File: src/source/uart_dbg_pkg.sv
package uart_dbg_pkg;

  //////////////////////////////////////////////////////////////////////
  // Timing and sizes
  //////////////////////////////////////////////////////////////////////

  // Clock cycles per UART bit
  localparam int unsigned ClksPerBit = 16;
  localparam int unsigned MemDepth   = 256;
  // Bytes in an address or length field
  localparam int unsigned HdrBytes   = 8;

  typedef logic [7:0]                  byte_t;
  typedef logic [63:0]                 dbg_addr_t;
  typedef logic [63:0]                 dbg_len_t;
  typedef logic [$clog2(MemDepth)-1:0] mem_addr_t;

  //////////////////////////////////////////////////////////////////////
  // Protocol bytes
  //////////////////////////////////////////////////////////////////////

  localparam byte_t CmdRead  = 8'h11;
  localparam byte_t CmdWrite = 8'h12;
  localparam byte_t CmdExec  = 8'h13;
  localparam byte_t DbgAck   = 8'h06;
  localparam byte_t DbgEot   = 8'h04;

  typedef struct packed {
    logic  valid;
    byte_t data;
  } rx_byte_t;

  typedef struct packed {
    logic  valid;
    byte_t data;
  } tx_byte_t;

  typedef struct packed {
    logic      valid;
    logic      we;
    mem_addr_t addr;
    byte_t     wdata;
  } mem_req_t;

  typedef enum logic [3:0] {
    Idle, RdAddr, RdLen, ExAddr, Ack, WrData, RdFetch, RdSend, Eot
  } dbg_state_e;

endpackage

File: src/source/uart_rx.sv
`timescale 1ns/1ns

module uart_rx (
  input  logic                   clk,
  input  logic                   rst_n_i,
  input  logic                   rx_i,
  output uart_dbg_pkg::rx_byte_t rx_byte_o
);

  // Two sync flops, the third one only for the start edge
  logic [2:0]                                  rx_sync_q;
  logic                                        rx_s;
  logic                                        busy_q;
  logic [$clog2(uart_dbg_pkg::ClksPerBit)-1:0] cnt_q;
  // 0 is the start bit, 1 to 8 data, 9 the stop bit
  logic [3:0]                                  bit_q;
  logic                                        sample;
  uart_dbg_pkg::byte_t                         shift_q;

  assign rx_s   = rx_sync_q[1];
  assign sample = busy_q && (cnt_q == '0);

  always_ff @(posedge clk or negedge rst_n_i) begin
    if (!rst_n_i) begin
      rx_sync_q <= '1;
      busy_q    <= 1'b0;
      cnt_q     <= '0;
      bit_q     <= '0;
    end else begin
      rx_sync_q <= {rx_sync_q[1:0], rx_i};
      if (!busy_q) begin
        if (rx_sync_q[2] && !rx_s) begin
          busy_q <= 1'b1;
          // First sample lands in the middle of the start bit
          cnt_q  <= $bits(cnt_q)'(uart_dbg_pkg::ClksPerBit / 2 - 1);
          bit_q  <= '0;
        end
      end else if (sample) begin
        cnt_q <= $bits(cnt_q)'(uart_dbg_pkg::ClksPerBit - 1);
        bit_q <= bit_q + 1'b1;
        // Glitch on the line or frame done
        if ((bit_q == 4'd0 && rx_s) || bit_q == 4'd9) begin
          busy_q <= 1'b0;
        end
      end else begin
        cnt_q <= cnt_q - 1'b1;
      end
    end
  end

  // LSB arrives first, so shift in from the top
  always_ff @(posedge clk) begin
    if (sample && bit_q >= 4'd1 && bit_q <= 4'd8) begin
      shift_q <= {rx_s, shift_q[7:1]};
    end
  end

  assign rx_byte_o.valid = sample && (bit_q == 4'd9) && rx_s;
  assign rx_byte_o.data  = shift_q;

  assert property (@(posedge clk) disable iff (!rst_n_i)
    rx_byte_o.valid |=> !rx_byte_o.valid)
    else $error("rx byte strobe high for two cycles");

endmodule

File: src/source/dbg_cmd_fsm.sv
`timescale 1ns/1ns

module dbg_cmd_fsm (
  input  logic                    clk,
  input  logic                    rst_n_i,
  input  uart_dbg_pkg::rx_byte_t  rx_byte_i,
  output uart_dbg_pkg::mem_req_t  mem_req_o,
  input  uart_dbg_pkg::byte_t     mem_rdata_i,
  output uart_dbg_pkg::tx_byte_t  tx_byte_o,
  input  logic                    tx_ready_i,
  output logic                    exec_valid_o,
  output uart_dbg_pkg::dbg_addr_t exec_addr_o
);

  uart_dbg_pkg::dbg_state_e                  state_q, state_d;
  uart_dbg_pkg::byte_t                       cmd_q;
  logic [$clog2(uart_dbg_pkg::HdrBytes)-1:0] hdr_cnt_q;
  logic                                      hdr_last;
  logic                                      wr_pend_q;
  uart_dbg_pkg::dbg_addr_t                   addr_q;
  uart_dbg_pkg::dbg_len_t                    len_q;
  logic                                      len_last;
  uart_dbg_pkg::mem_addr_t                   idx_q;
  uart_dbg_pkg::byte_t                       wdata_q;
  uart_dbg_pkg::dbg_addr_t                   exec_addr_q;
  logic                                      tx_fire;

  assign hdr_last = (int'(hdr_cnt_q) == uart_dbg_pkg::HdrBytes - 1);
  assign len_last = (len_q == uart_dbg_pkg::dbg_len_t'(1));
  assign tx_fire  = tx_byte_o.valid && tx_ready_i;

  //////////////////////////////////////////////////////////////////////
  // Next state
  //////////////////////////////////////////////////////////////////////

  always_comb begin
    state_d = state_q;
    unique case (state_q)
      uart_dbg_pkg::Idle: begin
        if (rx_byte_i.valid) begin
          if (rx_byte_i.data == uart_dbg_pkg::CmdRead ||
              rx_byte_i.data == uart_dbg_pkg::CmdWrite) begin
            state_d = uart_dbg_pkg::RdAddr;
          end else if (rx_byte_i.data == uart_dbg_pkg::CmdExec) begin
            state_d = uart_dbg_pkg::ExAddr;
          end else if (rx_byte_i.data == uart_dbg_pkg::DbgAck) begin
            state_d = uart_dbg_pkg::Ack;
          end
        end
      end
      uart_dbg_pkg::RdAddr: if (rx_byte_i.valid && hdr_last) state_d = uart_dbg_pkg::RdLen;
      uart_dbg_pkg::RdLen:  if (rx_byte_i.valid && hdr_last) state_d = uart_dbg_pkg::Ack;
      uart_dbg_pkg::ExAddr: if (rx_byte_i.valid && hdr_last) state_d = uart_dbg_pkg::Ack;
      uart_dbg_pkg::Ack: begin
        if (tx_fire) begin
          if (cmd_q == uart_dbg_pkg::CmdWrite) begin
            state_d = (len_q == '0) ? uart_dbg_pkg::Eot : uart_dbg_pkg::WrData;
          end else if (cmd_q == uart_dbg_pkg::CmdRead) begin
            state_d = (len_q == '0) ? uart_dbg_pkg::Eot : uart_dbg_pkg::RdFetch;
          end else begin
            state_d = uart_dbg_pkg::Idle;
          end
        end
      end
      uart_dbg_pkg::WrData: if (wr_pend_q && len_last) state_d = uart_dbg_pkg::Eot;
      uart_dbg_pkg::RdFetch: state_d = uart_dbg_pkg::RdSend;
      uart_dbg_pkg::RdSend: begin
        if (tx_fire) state_d = len_last ? uart_dbg_pkg::Eot : uart_dbg_pkg::RdFetch;
      end
      uart_dbg_pkg::Eot: if (tx_fire) state_d = uart_dbg_pkg::Idle;
      default: state_d = uart_dbg_pkg::Idle;
    endcase
  end

  always_ff @(posedge clk or negedge rst_n_i) begin
    if (!rst_n_i) begin
      state_q   <= uart_dbg_pkg::Idle;
      cmd_q     <= '0;
      hdr_cnt_q <= '0;
      wr_pend_q <= 1'b0;
    end else begin
      state_q <= state_d;
      if (state_q == uart_dbg_pkg::Idle && rx_byte_i.valid) begin
        cmd_q <= rx_byte_i.data;
      end
      if (rx_byte_i.valid && state_q inside {uart_dbg_pkg::RdAddr, uart_dbg_pkg::RdLen,
                                             uart_dbg_pkg::ExAddr}) begin
        hdr_cnt_q <= hdr_last ? '0 : hdr_cnt_q + 1'b1;
      end
      // Store one cycle after the byte came in
      if (state_q == uart_dbg_pkg::WrData) begin
        if (rx_byte_i.valid) wr_pend_q <= 1'b1;
        else if (wr_pend_q) wr_pend_q <= 1'b0;
      end
    end
  end

  //////////////////////////////////////////////////////////////////////
  // Header fields and memory index
  //////////////////////////////////////////////////////////////////////

  // Little-endian fields shift in from the top
  always_ff @(posedge clk) begin
    if (rx_byte_i.valid && state_q inside {uart_dbg_pkg::RdAddr, uart_dbg_pkg::ExAddr}) begin
      addr_q <= {rx_byte_i.data, addr_q[$bits(addr_q)-1:8]};
    end
    if (rx_byte_i.valid && state_q == uart_dbg_pkg::ExAddr && hdr_last) begin
      exec_addr_q <= {rx_byte_i.data, addr_q[$bits(addr_q)-1:8]};
    end
    if (rx_byte_i.valid && state_q == uart_dbg_pkg::RdLen) begin
      len_q <= {rx_byte_i.data, len_q[$bits(len_q)-1:8]};
    end
    if (state_q == uart_dbg_pkg::Ack) begin
      idx_q <= uart_dbg_pkg::mem_addr_t'(addr_q);
    end
    if (state_q == uart_dbg_pkg::WrData && rx_byte_i.valid) begin
      wdata_q <= rx_byte_i.data;
    end
    // Index wraps at the memory size
    if ((state_q == uart_dbg_pkg::WrData && wr_pend_q) || state_q == uart_dbg_pkg::RdFetch) begin
      idx_q <= idx_q + 1'b1;
    end
    if ((state_q == uart_dbg_pkg::WrData && wr_pend_q) ||
        (state_q == uart_dbg_pkg::RdSend && tx_fire)) begin
      len_q <= len_q - 1'b1;
    end
  end

  always_comb begin
    tx_byte_o.valid = state_q inside {uart_dbg_pkg::Ack, uart_dbg_pkg::RdSend,
                                      uart_dbg_pkg::Eot};
    if (state_q == uart_dbg_pkg::Ack) begin
      tx_byte_o.data = uart_dbg_pkg::DbgAck;
    end else if (state_q == uart_dbg_pkg::Eot) begin
      tx_byte_o.data = uart_dbg_pkg::DbgEot;
    end else begin
      tx_byte_o.data = mem_rdata_i;
    end
  end

  assign mem_req_o.valid = (state_q == uart_dbg_pkg::RdFetch) ||
                           (state_q == uart_dbg_pkg::WrData && wr_pend_q);
  assign mem_req_o.we    = (state_q == uart_dbg_pkg::WrData);
  assign mem_req_o.addr  = idx_q;
  assign mem_req_o.wdata = wdata_q;

  // Pulse with the exec ACK handed to the transmitter
  assign exec_valid_o = tx_fire && state_q == uart_dbg_pkg::Ack &&
                        cmd_q == uart_dbg_pkg::CmdExec;
  assign exec_addr_o  = exec_addr_q;

  assert property (@(posedge clk) disable iff (!rst_n_i)
    tx_byte_o.valid && !tx_ready_i |=> $stable(tx_byte_o))
    else $error("reply byte changed under back-pressure");

  // A write stores the byte received one cycle earlier
  assert property (@(posedge clk) disable iff (!rst_n_i)
    mem_req_o.valid && mem_req_o.we |-> $past(rx_byte_i.valid))
    else $error("memory write without a received byte");

  // Reads wait for the previous reply byte so at most one is in flight
  assert property (@(posedge clk) disable iff (!rst_n_i)
    mem_req_o.valid && !mem_req_o.we |-> $past(tx_fire))
    else $error("memory read before the previous reply byte was accepted");

endmodule

File: src/source/dbg_scratch_mem.sv
`timescale 1ns/1ns

module dbg_scratch_mem (
  input  logic                   clk,
  input  logic                   rst_n_i,
  input  uart_dbg_pkg::mem_req_t mem_req_i,
  output uart_dbg_pkg::byte_t    rdata_o
);

  uart_dbg_pkg::byte_t mem_q [uart_dbg_pkg::MemDepth];

  always_ff @(posedge clk) begin
    if (mem_req_i.valid && mem_req_i.we) begin
      mem_q[mem_req_i.addr] <= mem_req_i.wdata;
    end
  end

  // Read data one cycle after the request, held until the next read
  always_ff @(posedge clk or negedge rst_n_i) begin
    if (!rst_n_i) begin
      rdata_o <= '0;
    end else if (mem_req_i.valid && !mem_req_i.we) begin
      rdata_o <= mem_q[mem_req_i.addr];
    end
  end

endmodule

File: src/source/uart_tx.sv
`timescale 1ns/1ns

module uart_tx (
  input  logic                   clk,
  input  logic                   rst_n_i,
  input  uart_dbg_pkg::tx_byte_t tx_byte_i,
  output logic                   tx_ready_o,
  output logic                   tx_o
);

  logic                                        busy_q;
  // Stop bit, data, start bit, sent from bit 0
  logic [9:0]                                  frame_q;
  logic [$clog2(uart_dbg_pkg::ClksPerBit)-1:0] cnt_q;
  logic [3:0]                                  bits_q;
  logic                                        accept;

  assign accept = tx_byte_i.valid && !busy_q;

  always_ff @(posedge clk or negedge rst_n_i) begin
    if (!rst_n_i) begin
      busy_q  <= 1'b0;
      frame_q <= '1;
      cnt_q   <= '0;
      bits_q  <= '0;
    end else if (accept) begin
      busy_q  <= 1'b1;
      frame_q <= {1'b1, tx_byte_i.data, 1'b0};
      cnt_q   <= $bits(cnt_q)'(uart_dbg_pkg::ClksPerBit - 1);
      bits_q  <= 4'd9;
    end else if (busy_q) begin
      if (cnt_q == '0) begin
        cnt_q <= $bits(cnt_q)'(uart_dbg_pkg::ClksPerBit - 1);
        if (bits_q == '0) begin
          busy_q <= 1'b0;
        end else begin
          // Ones shift in behind, so the line idles high afterwards
          frame_q <= {1'b1, frame_q[9:1]};
          bits_q  <= bits_q - 1'b1;
        end
      end else begin
        cnt_q <= cnt_q - 1'b1;
      end
    end
  end

  assign tx_ready_o = !busy_q;
  assign tx_o       = frame_q[0];

  assert property (@(posedge clk) disable iff (!rst_n_i) tx_ready_o |-> tx_o)
    else $error("tx line low while transmitter idle");

endmodule

File: src/source/uart_dbg_server.sv
`timescale 1ns/1ns

module uart_dbg_server (
  input  logic                    clk,
  input  logic                    rst_n_i,
  input  logic                    uart_rx_i,
  output logic                    uart_tx_o,
  output logic                    exec_valid_o,
  output uart_dbg_pkg::dbg_addr_t exec_addr_o
);

  uart_dbg_pkg::rx_byte_t rx_byte;
  uart_dbg_pkg::mem_req_t mem_req;
  uart_dbg_pkg::byte_t    rdata;
  uart_dbg_pkg::tx_byte_t tx_byte;
  logic                   tx_ready;

  uart_rx i_uart_rx (
    .clk       ( clk       ),
    .rst_n_i   ( rst_n_i   ),
    .rx_i      ( uart_rx_i ),
    .rx_byte_o ( rx_byte   )
  );

  dbg_cmd_fsm i_dbg_cmd_fsm (
    .clk          ( clk          ),
    .rst_n_i      ( rst_n_i      ),
    .rx_byte_i    ( rx_byte      ),
    .mem_req_o    ( mem_req      ),
    .mem_rdata_i  ( rdata        ),
    .tx_byte_o    ( tx_byte      ),
    .tx_ready_i   ( tx_ready     ),
    .exec_valid_o ( exec_valid_o ),
    .exec_addr_o  ( exec_addr_o  )
  );

  dbg_scratch_mem i_dbg_scratch_mem (
    .clk       ( clk     ),
    .rst_n_i   ( rst_n_i ),
    .mem_req_i ( mem_req ),
    .rdata_o   ( rdata   )
  );

  uart_tx i_uart_tx (
    .clk        ( clk       ),
    .rst_n_i    ( rst_n_i   ),
    .tx_byte_i  ( tx_byte   ),
    .tx_ready_o ( tx_ready  ),
    .tx_o       ( uart_tx_o )
  );

endmodule

File: config.mk
export PLATFORM = sky130hd
export DESIGN_NAME = uart_dbg_server
export DESIGN_NICKNAME = d
export VERILOG_FILES = /design/src/source/uart_dbg_pkg.sv /design/src/source/uart_rx.sv /design/src/source/dbg_cmd_fsm.sv /design/src/source/dbg_scratch_mem.sv /design/src/source/uart_tx.sv /design/src/source/uart_dbg_server.sv
export SDC_FILE = /design/constraint.sdc
export NUM_CORES = 2
export LEC_CHECK = 0
export ABC_AREA = 1
export ABC_CLOCK_PERIOD_IN_PS = 15100
export BUFFER_PORTS_ARGS = -buffer_cell sky130_fd_sc_hd__buf_4
export CAP_MARGIN = 0
export CORE_MARGIN = 2
export CORE_UTILIZATION = 45
export CTS_CLUSTER_SIZE = 24
export DETAILED_ROUTE_END_ITERATION = 6
export PLACE_DENSITY = 0.6
export RECOVER_POWER = 25
export SKIP_CTS_REPAIR_TIMING = 1
export SLEW_MARGIN = 25
export SYNTH_ARGS = -nofsm -noshare
export SYNTH_HDL_FRONTEND = slang
export SYNTH_SLANG_ARGS = --single-unit
File: constraint.sdc
create_clock -name clk -period 15.1 [get_ports clk]
set_clock_uncertainty 0.05 [all_clocks]
set_input_delay 2.265 -clock clk [delete_from_list [all_inputs] [get_ports clk]]
set_output_delay 2.265 -clock clk [all_outputs]
set_load 0.005 [all_outputs]
Word-level counts from Yosys, hierarchy flattened

Memory sizes are Yosys's and may differ from the RTL's. A register that Yosys moved wholly into a read port is not among the register bits.
Index checks and enable logic that the tools add are counted.

Flip-flop bits (word level): 263
Bits in writable memories: 2048
Output and inout port bits: 66
Word-level logic and storage cells: 156
Memories kept: 1

Add/sub/neg operators: 7
Order comparisons: 2
Eq/ne operators: 28
Muxes and demuxes: 51
Reduce and logical (&&, ||, !) cells: 49

Memories:

| name                    | words | bits a word | rd ports | clocked after memory_dff | write ports | RTL line              | RTL |
|---|---|---|---|---|---|---|---|
| i_dbg_scratch_mem.mem_q | 256   | 8           | 1        | 1                        | 1           | dbg_scratch_mem.sv:10 | `uart_dbg_pkg::byte_t mem_q [uart_dbg_pkg::MemDepth];` |

Operators by type and width:

| operator                                            | count |
|---|---|
| 2-to-1 mux 64 bit                                   | 2 |
| 2-to-1 mux 4 bit                                    | 28 |
| == test 64 x 1 -> 1 bit (second input constant)     | 1 |
| logical NOT 64 bit                                  | 1 |
| subtractor 64 x 1 -> 64 bit (second input constant) | 1 |
| == test 8 x 5 -> 1 bit (second input constant)      | 6 |
| 2-to-1 mux 10 bit                                   | 4 |
| 2-to-1 mux 8 bit                                    | 4 |
| one-hot mux 4 bit (8 select lines)                  | 1 |
| logical AND 1 bit                                   | 23 |
| logical NOT 4 bit                                   | 5 |
| == test 4 x 3 -> 1 bit (second input constant)      | 4 |
| != test 2 x 1 -> 1 bit (second input constant)      | 6 |
| nonzero test 2 bit                                  | 6 |
| subtractor 4 x 1 -> 4 bit (second input constant)   | 3 |
| 2-to-1 mux 1 bit                                    | 11 |
| adder 8 x 1 -> 8 bit (second input constant)        | 1 |
| == test 4 x 2 -> 1 bit (second input constant)      | 2 |
| == test 4 bit (second input constant)               | 2 |
| == test 8 x 3 -> 1 bit (second input constant)      | 1 |
| AND reduction 8 bit                                 | 1 |
| != test 2 bit (second input constant)               | 3 |
| nonzero test 3 bit                                  | 2 |
| adder 4 x 1 -> 4 bit (second input constant)        | 1 |
| 12 further kinds                                    | 18 |

Longest topological paths before layout

Word-level depth: 7
Depth in mapped cells: 18
Depth with buffers taken out: 15

Cells and area by module

A second synthesis with hierarchy kept.

Cell total of the unflattened synthesis: 8925
Area total of the unflattened synthesis: 96369.9 sq um

By module, submodules not included:

| module          | times used | cells each | area each (sq um) | sequential area each (sq um) |
|---|---|---|---|---|
| dbg_scratch_mem | 1          | 7707       | 84133.2           | 61699.2 |
| dbg_cmd_fsm     | 1          | 1001       | 10385.0           | 6646.4 |
| uart_tx         | 1          | 133        | 973.4             | 461.7 |
| uart_rx         | 1          | 84         | 878.3             | 544.3 |

Least setup slack after synthesis

Ideal clock, no wire load.

Path type: register -> register
Start: register i_uart_rx.cnt_q[0] (netlist name)
End: register i_dbg_cmd_fsm.len_q[0] (enable)
Data arrival time: 7.744 ns
Data required time: 14.389 ns
Path slack: 6.645 ns
Cell stages (with the launch flop): 7
Buffers on the path: 0
Cell sequence: dfrtp_1 -> inv_1 -> ha_1 -> nand4_1 -> nor3_1 -> inv_1 -> o41ai_1

Longest elaborated chain between the ends: 6

RTL lines:

| what                                | RTL line           | RTL |
|---|---|---|
| start: declaration                  | uart_rx.sv:14      | `logic [$clog2(uart_dbg_pkg::ClksPerBit)-1:0] cnt_q;` |
| start signal: assignment            | uart_rx.sv:35      | `cnt_q <= $bits(cnt_q)'(uart_dbg_pkg::ClksPerBit / 2 - 1);` |
| start signal: assignment            | uart_rx.sv:39      | `cnt_q <= $bits(cnt_q)'(uart_dbg_pkg::ClksPerBit - 1);` |
| start signal: assignment            | uart_rx.sv:46      | `cnt_q <= cnt_q - 1'b1;` |
| logical NOT 4 bit                   | uart_rx.sv:21      | `assign sample = busy_q && (cnt_q == '0);` |
| logical AND 1 bit                   | uart_rx.sv:21      |  |
| logical AND 1 bit (2 in series)     | uart_rx.sv:58      | `assign rx_byte_o.valid = sample && (bit_q == 4'd9) && rx_s;` |
| logical AND 1 bit                   | dbg_cmd_fsm.sv:110 | `if (rx_byte_i.valid && state_q == uart_dbg_pkg::RdLen) begin` |
| nonzero test 2 bit (no source line) | --                 |  |
| end signal: assignment              | dbg_cmd_fsm.sv:111 | `len_q <= {rx_byte_i.data, len_q[$bits(len_q)-1:8]};` |
| end signal: assignment              | dbg_cmd_fsm.sv:125 | `len_q <= len_q - 1'b1;` |
| end: declaration                    | dbg_cmd_fsm.sv:21  | `uart_dbg_pkg::dbg_len_t len_q;` |

No other way between the ends.
A chain may end at the register's enable or synchronous reset.

Worst setup path in the final report

Start: register i_dbg_cmd_fsm.wdata_q[2]
End: memory i_dbg_scratch_mem.mem_q[137][2] (netlist name) (data pin)

RTL lines:

| what                     | RTL line              | RTL |
|---|---|---|
| start: declaration       | dbg_cmd_fsm.sv:24     | `uart_dbg_pkg::byte_t wdata_q;` |
| start signal: assignment | dbg_cmd_fsm.sv:117    | `wdata_q <= rx_byte_i.data;` |
| end: declaration         | dbg_scratch_mem.sv:10 |  |

No word-level cell before the write port.

==> results.yml <==
placement:
  place.gp.congestion: 0.854
  numPortBuffers: 68
  dp_hpwl_um: 145000
finish:
  fillCellCount: 18888
  fin_nets: 9101
  syn2layout_area_growth_pct: 10.6
  drive_gt1_share_pct: 5.75
  final_common_cell: "nand2_1"
  layout_common_cells: "nand2_1, edfxtp_1, nor2_1"
synth:
  syn-num-nets: 9151
  netlist_area_um2: 97600
  syn_inst: 9132
  ys_types: 48
  ys_ff_latch: 2318
  yosys_warnings: 0
  synth_top_area_share_pct: 69.7
  synth_top_area_cell: "edfxtp_1"
  synth_area_leaders: "edfxtp_1, nand2_1, nor2_1"
  synth_seq_area_share_pct: 71.1
  syn_area_per_cell_um2: 10.7
critical_path:
  cp-start-kind: "flop"
  crit_arrival_ns: 10.06
  path_max_fanout: 184
  reg2reg_depth: 2
  critPathRequiredTime_ns: 15.58
  rrSetupSlack_ns: 5.52
  reg2reg_from: "i_dbg_cmd_fsm.wdata_q[2]"
  path_class: "flop to flop"
  endpoint_kind: "flop"
  r2r_end: "i_dbg_scratch_mem.mem_q[137][2]"
timing:
  fmaxAchievable_mhz: 104
  whs_ns: 0.310
  worst_pin_slew_ns: 10.46
  rsz0062_at_grt: "no"
  min_period_ns: 9.58
  hold_violations: 0
  setup_viol: 0
  fin_crit_sh_pct: 63.4
  slew_headroom_pct: -597
  fin_tns_setup_ns: 0
  finalMaxSlewViolations: 1039
global_route:
  grt_pass1_wl_um: 394000
  grt_max_degree: 192
  grt_overflow: 0
  grtUsageTotal_pct: 23.4
  antenna_found_initial: 9
  grt_pass1_vias: 62773
route:
  highest-signal-layer: "met5"
  wl_met3_um: 20600
  wl_um: 262000
  viasPerCell: 5.32
  dr.pass1.iters: 5
  drt_iter0_markers: 7119
  post_drt_wl_per_cell_um: 21.6
  wl_met2_um: 120000
  drc: 0
  met1_length_um: 114000
  ant_nets: 0
  vias: 64448
floorplanning:
  row_count: 170
  core_um2: 215000
  initial_core_util_pct: 45.4
  die_h_um: 470
  ios: 69
  fp.dieArea_um2: 221000
  die_w_um: 470
status:
  failed_checks: "max-capacitance violations, max-slew violations"
  status: "finished, violations left"
clocking:
  clock-sinks: 2318
  cts_root_buf: "clkbuf_16"
  path_clk_slew_ns: 0.06
  clock_latency_ns: 0.88
  cts_buffer_depth: 3
  numCtsBuffers: 235
  cts_tree: "yes"
  cts-htree-levels: 4
power_and_ir_drop:
  peakVddDrop_mv: 0.112
  intPower_mw: 10.3
  power_frac_clock_pct: 45.2
  switching_power_mw: 2.51
  power-per-cell-area_nw_per_um2: 119
  p_leak_nw: 40.3
  switching_share_pct: 19.6
  p_comb_share_pct: 0.4
  seqPwrFrac_pct: 54.4
min_path:
  hp-class: "flop to flop"
  hold-path-endpoint: "i_uart_rx.rx_sync_q[1]"
  holdPathStages: 0
  worst_hold_startpoint: "i_uart_rx.rx_sync_q[0]"
job:
  timing.max_cap.violations: 11
power groups by stage:
| stage | combinational [mW] | sequential (mW) | clock (mW) |
|---|---|---|---|
| floorplan | 0.0392 | 7.11 | 0 |
| global placement | 0.0510 | 7.12 | 0 |
| detailed placement | 0.0536 | 7.12 | 0 |
| CTS | 0.0536 | 6.98 | 5.87 |
| global route | 0.0624 | 6.98 | 6.12 |
| finish | 0.0524 | 6.98 | 5.79 |
flip-flops by register name, summed over array words and instances (netlist names), 8 cells and up:
name / cells
i_dbg_cmd_fsm.addr_q: 64
i_dbg_cmd_fsm.cmd_q: 8
i_dbg_cmd_fsm.exec_addr_o: 64
i_dbg_cmd_fsm.idx_q: 8
i_dbg_cmd_fsm.len_q: 64
i_dbg_cmd_fsm.wdata_q: 8
i_dbg_scratch_mem.mem_q: 2048
i_dbg_scratch_mem.rdata_o: 8
i_uart_rx.shift_q: 8
i_uart_tx.frame_q: 9
routing by layer:
metal	up-vias	global-route usage, %
li1	30236	-
met1	31510	33.3
met2	2280	36.6
met3	416	4.24
met4	6	7.10
met5	-	0
Yosys cell counts (all sizes together):
cell / number
o21a: 1
nor3: 23
mux2: 1
o31ai: 2
buf: 301
dfrtp: 42
clkinv: 21
a31oi: 7
a311oi: 1
or2: 4
nand3: 245
nand2: 2427
nand3b: 3
ha: 16
o22ai: 8
dfstp: 12
o41ai: 1
edfxtp: 2264
nor4: 4
nor3b: 2
a21oi: 14
nor2: 2057
and2: 1
a22oi: 1
o211ai: 3
o21bai: 3
o21ai: 899
xnor2: 5
xor2: 41
clkbuf: 147
a21boi: 2
nand4: 16
a21o: 1
inv: 552
o221ai: 5
area by class of cell:
type | instances | area, um2 | share of cell area [%]
flip-flops and latches | 2318 | 69400 | 64.2
multi-input cells | 5793 | 24000 | 22.2
clock buffers | 297 | 6190 | 5.73
well taps | 2838 | 3550 | 3.29
inverters | 573 | 2170 | 2.01
clock inverters | 140 | 1420 | 1.32
repair buffers | 161 | 1300 | 1.20
diodes | 4 | 10.0 | 0.00927
stage by stage:
step | power (mW) | worst slack, ns | utilization, % | area (um2) | instances
after floorplan | 7.15 | 6.64 | - | 97600 | 9132
after global placement | 7.17 | 9.32 | 46.7 | 100000 | 11680
after detailed placement | 7.17 | 9.31 | 46.7 | 100000 | 11680
after CTS | 12.9 | 9.31 | 50.2 | 108000 | 12117
after global routing | 13.2 | 4.84 | 50.2 | 108000 | 12120
final | 12.8 | 5.52 | 50.2 | 108000 | 12124
kinds of logic (layout without fill, tap and decap cells):
kind of cell	Yosys count	in the layout	share of synthesized area [%]
other	0	4	0
DFF	2318	2318	71.1
xor gates and xnor gates	46	46	0.413
and+or+nand+nor	4782	4782	18.9
buffers and inverters	1021	1171	4.45
muxes	1	1	0.0115
AOI/OAI and AO/OA	948	948	4.94
adders and majority gates	16	16	0.205
worst max-delay path by stage:
stage                             startpoint                         endpoint  depth (start not counted)
floorplan                 i_uart_rx.cnt_q[0]           i_dbg_cmd_fsm.len_q[0]                          6
global placement      i_dbg_cmd_fsm.idx_q[0]     i_dbg_scratch_mem.rdata_o[4]                         18
detailed placement    i_dbg_cmd_fsm.idx_q[0]     i_dbg_scratch_mem.rdata_o[4]                         18
CTS                   i_dbg_cmd_fsm.idx_q[0]     i_dbg_scratch_mem.rdata_o[3]                         18
global route        i_dbg_cmd_fsm.wdata_q[2]   i_dbg_scratch_mem.mem_q[20][2]                          2
finish              i_dbg_cmd_fsm.wdata_q[2]  i_dbg_scratch_mem.mem_q[137][2]                          2
worst max-delay path, stage by stage (launching register included):
cell	delay (ns)
edfxtp_1	0.32
clkbuf_1	7.19
buf_4	1.54
Note: power is estimated with default switching activity, not from simulation.
